$ cat src/source/game_display_defs.svh
`ifndef GAME_DISPLAY_DEFS_SVH
`define GAME_DISPLAY_DEFS_SVH

// visible screen, background shown at 1..640 x 1..480
`define GD_SCREEN_W 640
`define GD_SCREEN_H 480

// stored background, one word per 2x2 screen block
`define GD_BG_W 320
`define GD_BG_H 240
`define GD_BG_DEPTH (`GD_BG_W * `GD_BG_H)

// banner window, inside when lower < pos <= upper
`define GD_BN_X0 95
`define GD_BN_X1 545
`define GD_BN_Y0 85
`define GD_BN_Y1 365

`define GD_BN_W (`GD_BN_X1 - `GD_BN_X0)
`define GD_BN_DEPTH (`GD_BN_W * (`GD_BN_Y1 - `GD_BN_Y0))

// datapath widths
`define GD_POS_W 11
`define GD_ADDR_W 17

`endif
$ cat src/source/game_display_pkg.sv
`default_nettype none

package game_display_pkg;

	// screen mode, same coding as the game FSM
	typedef enum logic [1:0]
	{
		MODE_START = 2'd0, // title, blinking banner
		MODE_PLAY  = 2'd1, // background only
		MODE_OVER  = 2'd2  // steady banner
	} game_mode_t; // code 3 is left unnamed, shows black

	// host write target
	typedef enum logic
	{
		SEL_BG = 1'b0, // background ram
		SEL_BN = 1'b1  // banner ram
	} pic_sel_t;

	typedef logic [15:0] rgb565_t; // r[15:11] g[10:5] b[4:0]
	typedef logic [11:0] rgb444_t; // r[11:8] g[7:4] b[3:0]
	typedef logic [2:0] mask_t; // bit2 red, bit1 green, bit0 blue

endpackage

`default_nettype wire

$ cat src/source/pixel_if.sv
`timescale 1ns/1ns
`default_nettype none

`include "game_display_defs.svh"

// address stage -> memory stage
interface addr_if;
	import game_display_pkg::*;

	logic [`GD_ADDR_W-1:0] bg_addr; // background word address
	logic [`GD_ADDR_W-1:0] bn_addr; // banner word address
	logic in_bg; // position on visible screen
	logic in_bn; // position inside banner window
	game_mode_t mode; // mode sampled with the position

	modport src (output bg_addr, output bn_addr, output in_bg, output in_bn, output mode);
	modport dst (input bg_addr, input bn_addr, input in_bg, input in_bn, input mode);
endinterface


`default_nettype wire

$ cat src/source/pixel_addr_gen.sv
`timescale 1ns/1ns
`default_nettype none

`include "game_display_defs.svh"

module pixel_addr_gen
(
	input wire clk,
	input wire arst_n,
	input wire game_display_pkg::game_mode_t mode,
	input wire [`GD_POS_W-1:0] xpos,
	input wire [`GD_POS_W-1:0] ypos,
	addr_if.src addr
);
	import game_display_pkg::*;

	logic in_bg_c; // visible screen hit
	logic in_bn_c; // banner window hit
	logic [`GD_ADDR_W-1:0] x_half; // background column
	logic [`GD_ADDR_W-1:0] y_half; // background row
	logic [`GD_ADDR_W-1:0] bn_col; // column inside banner, 0 based
	logic [`GD_ADDR_W-1:0] bn_row; // row inside banner, 0 based
	logic [`GD_ADDR_W-1:0] bg_addr_c;
	logic [`GD_ADDR_W-1:0] bn_addr_c;

	assign in_bg_c = (xpos > 0) && (xpos <= `GD_SCREEN_W) &&
		(ypos > 0) && (ypos <= `GD_SCREEN_H);
	assign in_bn_c = (xpos > `GD_BN_X0) && (xpos <= `GD_BN_X1) &&
		(ypos > `GD_BN_Y0) && (ypos <= `GD_BN_Y1);

	// each stored pixel covers a 2x2 screen block
	assign x_half = `GD_ADDR_W'(xpos[`GD_POS_W-1:1]);
	assign y_half = `GD_ADDR_W'(ypos[`GD_POS_W-1:1]);
	assign bg_addr_c = `GD_ADDR_W'(x_half + y_half * `GD_BG_W);

	// first pixel inside the window is X0+1 / Y0+1, mapped to word 0
	assign bn_col = `GD_ADDR_W'(xpos) - `GD_ADDR_W'(`GD_BN_X0 + 1);
	assign bn_row = `GD_ADDR_W'(ypos) - `GD_ADDR_W'(`GD_BN_Y0 + 1);
	assign bn_addr_c = `GD_ADDR_W'(bn_row * `GD_BN_W + bn_col);

	// flags and mode
	always_ff @(posedge clk or negedge arst_n)
	begin
		if (!arst_n)
		begin
			addr.in_bg <= 1'b0;
			addr.in_bn <= 1'b0;
			addr.mode <= MODE_PLAY;
		end
		else
		begin
			addr.in_bg <= in_bg_c;
			addr.in_bn <= in_bn_c;
			addr.mode <= mode;
		end
	end

	// addresses held at zero off window
	always_ff @(posedge clk)
	begin
		addr.bg_addr <= in_bg_c ? bg_addr_c : '0;
		addr.bn_addr <= in_bn_c ? bn_addr_c : '0;
	end

endmodule

`default_nettype wire

$ cat src/flat_wrapper.sv
// flat-port wrapper written by rule: the top's interface ports become plain ports
module pixel_addr_gen_flat import game_display_pkg::*;
  (clk, arst_n, mode, xpos, ypos, addr_bg_addr, addr_bn_addr, addr_in_bg, addr_in_bn, addr_mode);
  addr_if addr_i ();
  input wire clk;
  input wire arst_n;
  input wire game_display_pkg::game_mode_t mode;
  input wire [`GD_POS_W-1:0] xpos;
  input wire [`GD_POS_W-1:0] ypos;
  output wire logic [$bits(addr_i.bg_addr)-1:0] addr_bg_addr;
  output wire logic [$bits(addr_i.bn_addr)-1:0] addr_bn_addr;
  output wire logic [$bits(addr_i.in_bg)-1:0] addr_in_bg;
  output wire logic [$bits(addr_i.in_bn)-1:0] addr_in_bn;
  output wire logic [$bits(addr_i.mode)-1:0] addr_mode;
  assign addr_bg_addr = addr_i.bg_addr;
  assign addr_bn_addr = addr_i.bn_addr;
  assign addr_in_bg = addr_i.in_bg;
  assign addr_in_bn = addr_i.in_bn;
  assign addr_mode = addr_i.mode;
  pixel_addr_gen u_core (.clk(clk), .arst_n(arst_n), .mode(mode), .xpos(xpos), .ypos(ypos), .addr(addr_i));
endmodule
$ cat config.mk
export PLATFORM = sky130hd
export DESIGN_NAME = pixel_addr_gen_flat
export DESIGN_NICKNAME = d
export VERILOG_FILES = /design/src/source/game_display_pkg.sv /design/src/source/pixel_if.sv /design/src/source/pixel_addr_gen.sv /design/src/flat_wrapper.sv
export VERILOG_INCLUDE_DIRS = /design/src /design/src/source
export SDC_FILE = /design/constraint.sdc
export NUM_CORES = 1
export LEC_CHECK = 0
export ABC_CLOCK_PERIOD_IN_PS = 1500
export CAP_MARGIN = 20
export CORE_MARGIN = 5
export CORE_UTILIZATION = 35
export CTS_BUF_LIST = sky130_fd_sc_hd__clkbuf_2
export CTS_CLUSTER_DIAMETER = 30
export CTS_CLUSTER_SIZE = 24
export DETAILED_ROUTE_END_ITERATION = 16
export DONT_BUFFER_PORTS = 1
export PLACE_DENSITY_LB_ADDON = 0.12
export SLEW_MARGIN = 20
export SYNTH_ARGS = -nofsm -noshare
export SYNTH_HDL_FRONTEND = slang
export SYNTH_SLANG_ARGS = --single-unit
$ cat constraint.sdc
create_clock -name clk -period 1.5 [get_ports clk]
set_input_delay 0.075 -clock clk [delete_from_list [all_inputs] [get_ports clk]]
set_output_delay 0.075 -clock clk [all_outputs]
set_load 0.03 [all_outputs]
==> flow_summary.json <==
{
  "power_frac_comb_pct": 81.3,
  "syn2layout_area_growth_pct": 59.1,
  "wire_per_inst_um": 14.3,
  "grt_usage_pct": 15.3,
  "layout.cells.most_common_list": "105 x buf_4, 43 x ha_1, 34 x dfxtp_1, 33 x nor2_1, 31 x inv_1",
  "detailedRoute.firstIterationViolations": 112,
  "grt-ovfl-total": 0,
  "die_x_um": 113,
  "relSlewSlack_pct": 70.3,
  "syn_inst": 412,
  "synth-seq-cells": 38,
  "rsz0062_at_grt": "yes",
  "io_buffer_count": 0,
  "cts_buffers": 5,
  "drive_gt1_share_pct": 42.3,
  "p_sw_share_pct": 39.6,
  "crit_start": "ypos[1]",
  "finalSetupViolations": 12,
  "syn_nets": 519,
  "grt_pass1_vias": 3340,
  "yosys_warnings": 0,
  "root_buffer": "clkbuf_2",
  "stdcell_count": 692,
  "drt-total-wl_um": 9870,
  "worstSetupPathType": "primary input to flip-flop",
  "p_int_mw": 6.59,
  "yosysSeqAreaShare_pct": 21.0,
  "synthFlopType": "dfxtp_1",
  "cts_tree": "done",
  "place_area_sq_um": 5080,
  "first_pass_iters": 4,
  "viasPerCell": 4.83,
  "place_ws_ns": -2.62,
  "fillers": 937,
  "fmax_mhz": 277,
  "worst_slew_pin_slew_ns": 0.439,
  "syn_area_sq_um": 3720,
  "hold_start": "xpos[3]",
  "postLayoutCellArea_sq_um": 5920,
  "grt_max_degree": 16,
  "power_frac_clock_pct": 7.7,
  "violations": "negative setup slack",
  "syn_avg_cell_area_sq_um": 9.03,
  "dp_cells": 645,
  "dp_hpwl_um": 7700,
  "critPathMaxFanout": 7,
  "switching_power_mw": 4.32,
  "fin_crit_ns": 3.61,
  "clk_pin_slew_worst_paths_ns": 0.20,
  "synth_edf_count": 0,
  "hp-class": "primary input to flip-flop",
  "grt_pass1_wl_um": 16000,
  "arrival_ns": 3.98,
  "crit_path_start_kind": "primary input",
  "crit_required_ns": 1.87,
  "asyncSetResetFlopFracSynth_pct": 10.5,
  "antenna_found_initial": 1,
  "final_nets": 661,
  "p_leak_nw": 2.71,
  "core_area_sq_um": 10400,
  "layout_commonest_cell": "buf_4",
  "drv_cap": 0,
  "vias": 3339,
  "peakVddDrop_mv": 1.21,
  "pin_count": 64,
  "dieArea_sq_um": 12800,
  "place_congestion": 0.790,
  "detail-route-antenna-nets": 0,
  "power_density_nw_per_um2": 1840,
  "start_util_pct": 35.9,
  "seqPwrFrac_pct": 10.9,
  "drv_slew": 0,
  "remaining_drc_errors": 0,
  "hold_violations": 0,
  "fin_ws_ns": -2.11,
  "die_height_um": 113,
  "min_period_over_period_pct": 241,
  "endpoint_kind": "flip-flop",
  "holdWs_ns": 0.0396,
  "ys_types": 52,
  "rows": 37,
  "status": "finished with violations",
  "cts_sinks": 38,
  "clk_path_buf_depth": 2,
  "cts_max_level": 2
}
-- per-layer routing --
metal  GRT usage (%)  vias up  wire length, um
li1                -     1709                -
met1            19.9     1555             4500
met2            26.0       64             4770
met3            3.21       11              477
met4            3.93        0              122
met5               0        -                0
-- critical path, stage by stage --
cell and delay [ns]:
clkinvlp_4 0.12, ha_4 0.34, inv_4 0.05, ha_4 0.21, xor2_1 0.15, ha_1 0.27, inv_1 0.05, fa_1 0.51
inv_2 0.05, ha_4 0.23, ha_4 0.24, a21o_1 0.20, a211o_1 0.33, xor2_1 0.15, ha_1 0.33, and3_1 0.17
o311a_1 0.19, o22ai_2 0.07, xor2_1 0.16, nor2_1 0.08
-- layout make-up --
cell class / instances / area, sq um / share of cell area [%]
multi-input combinational: 330 / 3530 / 59.7
timing repair buffer: 141 / 1190 / 20.1
sequential: 38 / 782 / 13.2
tap: 136 / 170 / 2.87
inverter: 38 / 149 / 2.51
clock inverter: 3 / 68.8 / 1.16
clock buffer: 5 / 25.0 / 0.423
antenna: 1 / 2.50 / 0.0423
-- timing repair --
item / in CTS / in global routing
gates resized for setup: 31 / 47
setup endpoints to repair: 11 / 21
buffers inserted: 13 / 13
hold buffers: 19 / 1
pin swaps: 44 / 47
endpoints found under the hold margin: 20 / 1
-- logic make-up (layout without fill, tap and decap cells) --
logic type / Yosys count / in the layout / synth area share [%]
other cells: 0 / 1 / 0
flops: 38 / 38 / 21.0
xor+xnor: 58 / 58 / 14.6
buf+inv: 44 / 187 / 4.74
fa+ha+maj: 85 / 85 / 30.3
compound gates: 86 / 86 / 15.4
mux: 3 / 3 / 0.807
simple gates: 98 / 98 / 13.2
-- Yosys cell counts (2+ instances only) --
library cell,n,area [sq um]
inv_1,38,143
dfxtp_1,34,681
o21a_1,3,22.5
a211o_1,2,17.5
dfrtp_1,3,75.1
nand2b_1,2,12.5
or3_1,6,37.5
nor3_1,5,25.0
and2_1,8,50.1
a2111oi_0,2,17.5
fa_1,10,200
clkbuf_1,4,15.0
o31ai_1,2,15.0
a21oi_1,26,130
nor2b_1,8,50.1
xor2_1,16,140
nand3_1,3,15.0
nand2_1,14,52.6
o21bai_1,6,45.0
nand4_1,2,12.5
and3_1,3,18.8
a41oi_1,2,17.5
a31oi_1,2,12.5
xnor2_1,39,342
ha_1,71,888
o21ai_0,17,85.1
mux2i_1,3,30.0
maj3_1,4,40.0
xnor3_1,2,45.0
a21o_1,15,113
nor2_1,39,146
-- power by group through the flow --
stage          logic (mW)  clock network [mW]  registers, mW
6_report             8.88               0.844           1.19
4_1_cts              8.13               0.877           1.20
3_5_place_dp         7.11                   0           1.22
5_1_grt              9.81               0.921           1.20
3_3_place_gp         7.03                   0           1.22
2_1_floorplan        4.75                   0           1.21
-- final timing paths --
path,depth (start not counted),end
min,4,u_core.addr.bn_addr[3]
max,20,u_core.addr.bn_addr[16]
min in group asynchronous,2,u_core.addr.mode[1]
max in group asynchronous,2,u_core.addr.mode[0]
-- registers in the layout (all words and copies together), names as in the netlist --
register             count
u_core.addr.mode         2
u_core.addr.in_bg        1
u_core.addr.bn_addr     17
u_core.addr.in_bn        1
u_core.addr.bg_addr     17
-- per-stage QoR --
stage / util (%) / setup TNS, ns / total power [mW]
2_1_floorplan: - / -19.55 / 5.96
3_3_place_gp: 49.0 / -27.86 / 8.25
3_5_place_dp: 49.0 / -28.08 / 8.33
4_1_cts: 54.4 / -15.54 / 10.2
5_1_grt: 57.1 / -16.34 / 11.9
6_report: 57.1 / -15.37 / 10.9
Power figures use the tool's default switching activity.
