### src/source/game_display_defs.svh
`ifndef GAME_DISPLAY_DEFS_SVH
`define GAME_DISPLAY_DEFS_SVH

// visible screen, background shown at 1..640 x 1..480
`define GD_SCREEN_W 640
`define GD_SCREEN_H 480

// stored background, one word per 2x2 screen block
`define GD_BG_W 320
`define GD_BG_H 240
`define GD_BG_DEPTH (`GD_BG_W * `GD_BG_H)

// banner window, inside when lower < pos <= upper
`define GD_BN_X0 95
`define GD_BN_X1 545
`define GD_BN_Y0 85
`define GD_BN_Y1 365

`define GD_BN_W (`GD_BN_X1 - `GD_BN_X0)
`define GD_BN_DEPTH (`GD_BN_W * (`GD_BN_Y1 - `GD_BN_Y0))

// datapath widths
`define GD_POS_W 11
`define GD_ADDR_W 17

`endif
### src/source/game_display_pkg.sv
`default_nettype none

package game_display_pkg;

	// screen mode, same coding as the game FSM
	typedef enum logic [1:0]
	{
		MODE_START = 2'd0, // title, blinking banner
		MODE_PLAY  = 2'd1, // background only
		MODE_OVER  = 2'd2  // steady banner
	} game_mode_t; // code 3 is left unnamed, shows black

	// host write target
	typedef enum logic
	{
		SEL_BG = 1'b0, // background ram
		SEL_BN = 1'b1  // banner ram
	} pic_sel_t;

	typedef logic [15:0] rgb565_t; // r[15:11] g[10:5] b[4:0]
	typedef logic [11:0] rgb444_t; // r[11:8] g[7:4] b[3:0]
	typedef logic [2:0] mask_t; // bit2 red, bit1 green, bit0 blue

endpackage

`default_nettype wire

### src/source/pixel_if.sv
`timescale 1ns/1ns
`default_nettype none

`include "game_display_defs.svh"


// memory stage -> mixer
interface pic_if;
	import game_display_pkg::*;

	rgb565_t bg_data; // background word, registered read
	mask_t bn_data; // banner mask, registered read
	logic in_bg; // flags delayed to match the read
	logic in_bn;
	game_mode_t mode;

	modport src (output bg_data, output bn_data, output in_bg, output in_bn, output mode);
	modport dst (input bg_data, input bn_data, input in_bg, input in_bn, input mode);
endinterface

`default_nettype wire

### src/source/layer_mixer.sv
`timescale 1ns/1ns
`default_nettype none

module layer_mixer
(
	input wire clk,
	input wire arst_n,
	input wire blink_tick, // one cycle pulse, toggles banner
	pic_if.dst pic,
	output game_display_pkg::rgb444_t pixel
);
	import game_display_pkg::*;

	logic blink_on; // banner visible in start mode
	logic blink_next; // state seen by the pixel leaving now
	logic show_bn; // overlay enable
	rgb444_t bg_444; // converted background
	rgb444_t bn_444; // mask spread to nibbles
	rgb444_t pixel_c;

	assign blink_next = blink_on ^ blink_tick;

	always_ff @(posedge clk or negedge arst_n)
	begin
		if (!arst_n)
			blink_on <= 1'b1; // banner starts visible
		else
			blink_on <= blink_next;
	end

	// top 4 bits of r, g and b
	assign bg_444 = pic.in_bg ?
		{pic.bg_data[15:12], pic.bg_data[10:7], pic.bg_data[4:1]} : '0;

	assign bn_444 = {{4{pic.bn_data[2]}}, {4{pic.bn_data[1]}}, {4{pic.bn_data[0]}}};

	always_comb
	begin
		show_bn = 1'b0;
		pixel_c = bg_444;
		case (pic.mode)
			MODE_START:
				show_bn = pic.in_bn && blink_next; // blinking title
			MODE_PLAY:
				show_bn = 1'b0; // background only
			MODE_OVER:
				show_bn = pic.in_bn; // steady banner
			default:
				pixel_c = '0; // unused code, black
		endcase
		if (show_bn)
			pixel_c = bg_444 | bn_444; // mask lights whole nibble
	end

	always_ff @(posedge clk or negedge arst_n)
	begin
		if (!arst_n)
			pixel <= '0;
		else
			pixel <= pixel_c;
	end

endmodule

`default_nettype wire

### src/flat_wrapper.sv
// flat-port wrapper written by rule: the top's interface ports become plain ports
module layer_mixer_flat import game_display_pkg::*;
  (clk, arst_n, blink_tick, pixel, pic_bg_data, pic_bn_data, pic_in_bg, pic_in_bn, pic_mode);
  pic_if pic_i ();
  input wire clk;
  input wire arst_n;
  input wire blink_tick;
  output game_display_pkg::rgb444_t pixel;
  input wire logic [$bits(pic_i.bg_data)-1:0] pic_bg_data;
  input wire logic [$bits(pic_i.bn_data)-1:0] pic_bn_data;
  input wire logic [$bits(pic_i.in_bg)-1:0] pic_in_bg;
  input wire logic [$bits(pic_i.in_bn)-1:0] pic_in_bn;
  input wire logic [$bits(pic_i.mode)-1:0] pic_mode;
  assign pic_i.bg_data = pic_bg_data;
  assign pic_i.bn_data = pic_bn_data;
  assign pic_i.in_bg = pic_in_bg;
  assign pic_i.in_bn = pic_in_bn;
  assign pic_i.mode = pic_mode;
  layer_mixer u_core (.clk(clk), .arst_n(arst_n), .blink_tick(blink_tick), .pic(pic_i), .pixel(pixel));
endmodule
### config.mk
export PLATFORM = sky130hd
export DESIGN_NAME = layer_mixer_flat
export DESIGN_NICKNAME = d
export VERILOG_FILES = /design/src/source/game_display_pkg.sv /design/src/source/pixel_if.sv /design/src/source/layer_mixer.sv /design/src/flat_wrapper.sv
export VERILOG_INCLUDE_DIRS = /design/src /design/src/source
export SDC_FILE = /design/constraint.sdc
export NUM_CORES = 1
export LEC_CHECK = 0
export BUFFER_PORTS_ARGS = -buffer_cell sky130_fd_sc_hd__buf_4
export CORE_MARGIN = 1
export CORE_UTILIZATION = 32
export DETAILED_ROUTE_END_ITERATION = 8
export GPL_TIMING_DRIVEN = 0
export PLACE_DENSITY_LB_ADDON = 0.15
export REMOVE_ABC_BUFFERS = 1
export SLEW_MARGIN = 40
export SYNTH_ARGS = -nofsm -noshare
export SYNTH_HDL_FRONTEND = slang
export SYNTH_SLANG_ARGS = --single-unit
### constraint.sdc
create_clock -name clk -period 1.04 [get_ports clk]
set_input_delay 0.104 -clock clk [delete_from_list [all_inputs] [get_ports clk]]
set_output_delay 0.104 -clock clk [all_outputs]
set_load 0.03 [all_outputs]
==> results.txt, run 1 <==
Switching Share = 0.297
area of the mapped netlist = 478 sq um
R2R cell count = 3
Min-Delay Path Depth = 3
Die X = 40.6 um
Hold Crit Endpoint = u_core.pixel[8]
setup ws final = -0.134 ns
Placer Congestion = 0.719
NetSw = 381 uW
hold crit path type = in2reg
core box area = 0.00135 sq mm
number of library cell types mapped by synthesis = 8
most common cell after layout, fill and taps aside = buf_4
FP Rows = 13
Setup Crit Path Kind = reg2reg
status = finished, violations left
Area Overhead vs Synth = 70.4%
GR Util All Layers = 0.159
DRC Markers = 0
min-delay src = pic_bg_data[12]
Clock Power Share = 0.225
Longest Clk Path Bufs = 2
routed len/inst = 10.6 um
Mapped Avg Cell Area = 10.9 sq um
most frequent cells in the layout = 35 x buf_4, 19 x nand2_1, 12 x dfrtp_1, 5 x nand2_2
initial DRC count = 2
count of pins over their slew limit = 0
RSZ-0062 raised after global routing = yes
clock root cell = clkbuf_4
worst flop-to-flop path endpoint = u_core.pixel[9]
TritonRoute pass-1 iters = 2
remaining global-route overflow = 0
worst-margin pin slew = 0.526 ns
max cap viols = 0
placed cells = 91
RR Startpoint = u_core.blink_on
Syn Inst Count = 44
I/O pin total = 38
first-pass GRT wire length = 1680 um
CTS tree = yes
number of global-route vias before repair = 406
Clock Skew = 0.00225 ns
worst-skew pair later-pin latency = 0.26 ns
Final setup viols = 12
die area = 0.00165 sq mm
I/O Buffers = 33
Reg2Reg Setup Slack = -0.13 ns
Routed WL = 1040 um
share of layout cells above drive strength 1 = 0.554
HPWL after DPL = 802 um
H-tree depth = 1
DR vias/cell = 4.44
Finished Cell Area = 815 sq um
Yosys warning count = 0
Final ANT Viol Nets = 0
TNS Setup = -1.13 ns
Seq/Total Area, Yosys = 0.683
fill cell count = 132
sequential share of power = 0.488
Placed Instance Area = 739 sq um
flops & latches, synth = 13
nets = 110
Worst IR Drop VDD = 0.00106 V
period utilisation layout = 1.13
Rel. slew slack = 0.647
Worst Path Max Fanout = 4
WP data required = 1.18 ns
LEAKAGE = 0.458 nW
Fmax = 852 MHz
min Tclk post-route = 1.17 ns
Comb power frac = 0.287
initial core utilization = 0.354
pre-CTS WS = -0.146 ns
CP Data Arrival Time = 1.31 ns
vias = 435
CTS buffer count = 3
failing checks = negative setup slack
Layout Cells excl Fill = 98
TritonCTS Sinks = 13
P_int = 902 uW
P per Cell Area = 1570 mW/mm^2
final antenna diode count = 0
Die Height = 40.6 um
post-route total power = 1.28 mW
clk slew on worst S/H paths = 0.07 ns
initial antenna violation count = 0
largest net degree at the start of global routing = 14
crit end category = flop
final hold violations = 0
Critical Path Source Type = flop
[worst max-delay path: stages (launching register included)]
cell and delay, ns:
dfstp_2 0.57, xor2_4 0.08, o211ai_1 0.30, nand2_1 0.10
[layer usage]
layer | track usage | vias to the layer above | wire length, um
li1 | - | 217 | -
met1 | 0.181 | 196 | 400
met2 | 0.274 | 22 | 543
met3 | 0.0761 | 0 | 94
met4 | 0.0250 | 0 | 0
met5 | 0 | - | 0
[state kept, by name, summed over array words and instances, names as in the netlist]
register / count
u_core.pixel: 12
u_core.blink_on: 1
[power by group through the flow]
stage / logic [mW] / clock network (mW) / registers [mW]
finish: 0.368 / 0.288 / 0.626
detailed placement: 0.343 / 0 / 0.624
global placement: 0.338 / 0 / 0.621
global route: 0.403 / 0.334 / 0.633
floorplan: 0.0759 / 0 / 0.720
CTS: 0.354 / 0.309 / 0.615
[per-stage QoR]
stage	utilization	hold slack (ns)
finish	0.603	0.0331
global route	0.603	0.0113
CTS	0.586	0.0167
detailed placement	0.548	-0.0423
global placement	0.548	-0.0478
floorplan	-	-0.192
[cells by family (layout without fill, tap and decap cells)]
| family | after synthesis | in the layout | share of synthesized area |
|---|---|---|---|
| AO/OA/AOI/OAI | 4 | 4 | 0.0707 |
| XOR/XNOR | 1 | 1 | 0.0340 |
| buffers and inverters | 1 | 40 | 0.0105 |
| flip-flops | 13 | 13 | 0.683 |
| AND/OR/NAND/NOR | 25 | 25 | 0.202 |
[worst max-delay path by stage]
stage	start	cells after the start	endpoint	slack [ns]
finish	u_core.blink_on	3	u_core.pixel[9]	-0.13
global route	u_core.blink_on	3	u_core.pixel[11]	-0.18
CTS	u_core.blink_on	4	u_core.pixel[0]	-0.13
detailed placement	u_core.blink_on	3	u_core.pixel[7]	-0.15
global placement	u_core.blink_on	3	u_core.pixel[3]	-0.12
floorplan	u_core.blink_on	3	u_core.pixel[10]	-0.005
[Yosys cell counts]
cell type / n / area, sq um
a21boi_2: 1 / 11.3
dfrtp_1: 12 / 300
buf_2: 1 / 5.00
dfstp_2: 1 / 26.3
nor2b_1: 1 / 6.26
o211ai_1: 3 / 22.5
nand2_1: 24 / 90.1
xor2_2: 1 / 16.3
[what timing repair did]
action / 4_1_cts / 5_1_grt
setup endpoints to repair: 12 / 12
hold buffers: 1 / 0
endpoints found under the hold margin: 13 / 0
pin swaps: 5 / 6
buffers inserted: 2 / 0
resized for setup: 0 / 6
[final cells by class]
cell class / instances / area [sq um] / share of cell area
clock buffers: 4 / 26.3 / 0.0323
multi-input cells: 30 / 170 / 0.209
flip-flops and latches: 13 / 327 / 0.401
well taps: 15 / 18.8 / 0.0230
repair buffers: 36 / 273 / 0.335
Note: power is estimated with default switching activity, not from simulation.
==> run 2: changes to the inputs <==
Settings changed: REMOVE_ABC_BUFFERS 1 to default.
==> results.txt, run 2 (synthesis gave the netlist of run 1 again) <==
Clock Skew = 0.000752 ns (-0.00150 ns)
failing checks = negative setup slack
Critical Path Source Type = flop
Layout Cells excl Fill = 98 (unchanged)
Routed WL = 1010 um (-3.2%)
FP Rows = 13 (unchanged)
setup ws final = -0.155 ns (-0.0209 ns)
crit end category = flop
share of layout cells above drive strength 1 = 0.494 (-0.0602)
remaining global-route overflow = 0 (unchanged)
initial core utilization = 0.354 (unchanged)
Mapped Nets = 70
DR vias/cell = 4.42 (-0.46%)
CP Data Arrival Time = 1.33 ns (+0.02 ns)
clk slew on worst S/H paths = 0.07 ns (about the same)
most frequent cells in the layout = 34 x buf_4, 24 x nand2_1, 12 x dfrtp_1, 3 x o211ai_1, 3 x clkbuf_4
core box area = 0.00135 sq mm (unchanged)
Worst IR Drop VDD = 0.000800 V (-24%)
worst-margin pin slew = 0.361 ns (-0.164 ns)
Final ANT Viol Nets = 0 (unchanged)
Die Height = 40.6 um (unchanged)
number of global-route vias before repair = 419 (+3.2%)
Largest register FFs = 12 (unchanged)
Reg with most FFs = u_core.pixel
Setup Crit Path Kind = reg2reg
RSZ-0062 raised after global routing = yes
P per Cell Area = 1590 mW/mm^2 (+0.71%)
first-pass GRT wire length = 1640 um (-2.9%)
WP data required = 1.17 ns (about the same)
RR Startpoint = u_core.blink_on
Final setup viols = 12 (unchanged)
final antenna diode count = 0 (unchanged)
H-tree depth = 1 (unchanged)
most common cell after layout, fill and taps aside = buf_4
CTS buffer count = 3 (unchanged)
worst flop-to-flop path endpoint = u_core.pixel[9]
status = finished, violations left
Area Overhead vs Synth = 64.9%
TritonRoute pass-1 iters = 2 (unchanged)
CTS tree = yes
placed cells = 92 (+1.1%)
Fmax = 837 MHz (-1.7%)
min-delay src = blink_tick
vias = 433 (-0.46%)
largest net degree at the start of global routing = 14 (unchanged)
hold crit path type = in2reg
final hold violations = 0 (unchanged)
routed len/inst = 10.3 um (-3.2%)
Reg2Reg Setup Slack = -0.16 ns (-0.02 ns)
biggest regs = u_core.pixel x12, u_core.blink_on x1
count of pins over their slew limit = 0 (unchanged)
post-route total power = 1.25 mW (-2.5%)
worst-skew pair later-pin latency = 0.26 ns (about the same)
TritonCTS Sinks = 13 (unchanged)
Min-Delay Path Depth = 2 (-1)
max cap viols = 0 (unchanged)
Placer Congestion = 0.647 (-10%)
Worst Path Max Fanout = 4 (unchanged)
I/O Buffers = 33 (unchanged)
Die X = 40.6 um (unchanged)
Multi-input gate area = 146 sq um (-14%)
clock root cell = clkbuf_4
DRC Markers = 0 (unchanged)
R2R cell count = 3 (unchanged)
crit path from = u_core.blink_on
GR Util All Layers = 0.156 (-0.00344)
Fin Hold WS = 0.0299 ns (-0.00316 ns)
HPWL after DPL = 807 um (+0.56%)
initial antenna violation count = 0 (unchanged)
initial DRC count = 2 (unchanged)
fill cell count = 120 (-9.1%)
Longest Clk Path Bufs = 2 (unchanged)
nets = 110 (unchanged)
Hold Crit Endpoint = u_core.blink_on
I/O pin total = 38 (unchanged)
period utilisation layout = 1.15 (+0.0201)
die area = 0.00165 sq mm (unchanged)
Rel. slew slack = 0.758 (+0.111)
min Tclk post-route = 1.20 ns (+0.0209 ns)
Storage cell area = 327 sq um (unchanged)
LEAKAGE = 0.457 nW (about the same)
-- run 2: cell types whose count changed in the layout (fill, tap and decap cells not counted) --
cell,previous run,this run
nand2_1,19,24
nand2_2,5,0
buf_2,0,1
buf_4,35,34
xor2_2,0,1
xor2_4,1,0
-- run 2: final cells by class --
class | instances | share of cell area
Sequential cell | 13 | 0.414
Timing Repair Buffer | 35 | 0.337
Multi-Input combinational cell | 30 | 0.186
Clock buffer | 4 | 0.0333
Tap cell | 15 | 0.0238
Buffer | 1 | 0.00635
-- run 2: how the worst max path moves through the flow --
stage,to,slack (ns),cells after the start
global route,u_core.pixel[9],-0.20,3
finish,u_core.pixel[9],-0.16,3
detailed placement,u_core.pixel[9],-0.14,3
floorplan,u_core.pixel[10],-0.005,3
global placement,u_core.pixel[1],-0.12,3
CTS,u_core.pixel[9],-0.15,3
-- run 2: report_power, final --
group / internal, mW / switching [mW] / leakage, nW
clock network: 0.148 / 0.143 / 0.0150
logic: 0.150 / 0.196 / 0.278
registers: 0.586 / 0.0267 / 0.164
-- run 2: per-stage QoR --
| step | utilization | area [sq um] | setup TNS [ns] | setup slack (ns) |
|---|---|---|---|---|
| final | 0.584 | 788 | -1.34 | -0.155 |
| after global routing | 0.584 | 788 | -2.20 | -0.204 |
| after CTS | 0.584 | 788 | -1.32 | -0.155 |
| after detailed placement | 0.551 | 744 | -1.33 | -0.144 |
| after global placement | 0.551 | 744 | -1.22 | -0.117 |
| after floorplan | - | 478 | -0.0471 | -0.00549 |
-- run 2: timing repair --
action | 4_1_cts | 5_1_grt
pin swaps | 2 | 3
buffers inserted | 1 | 0
setup endpoints to repair | 12 | 12
hold buffers | 1 | 0
gates resized for setup | 0 | 0
hold endpoints to repair | 13 | 0
-- run 2: worst max-delay path, stage by stage (launching register included) --
cell	delay [ns]
dfstp_2	0.55
xor2_2	0.08
o211ai_1	0.33
nand2_1	0.10
-- run 2: per-layer routing --
metal  track usage  up-vias  share of wire  routed length (um)
met5             0        -              0                   0
met4        0.0750        0         0.0070                   7
met3        0.0489        2          0.071                  71
met2         0.274       20           0.53                 536
met1         0.167      195           0.39                 389
li1              -      216              -                   -
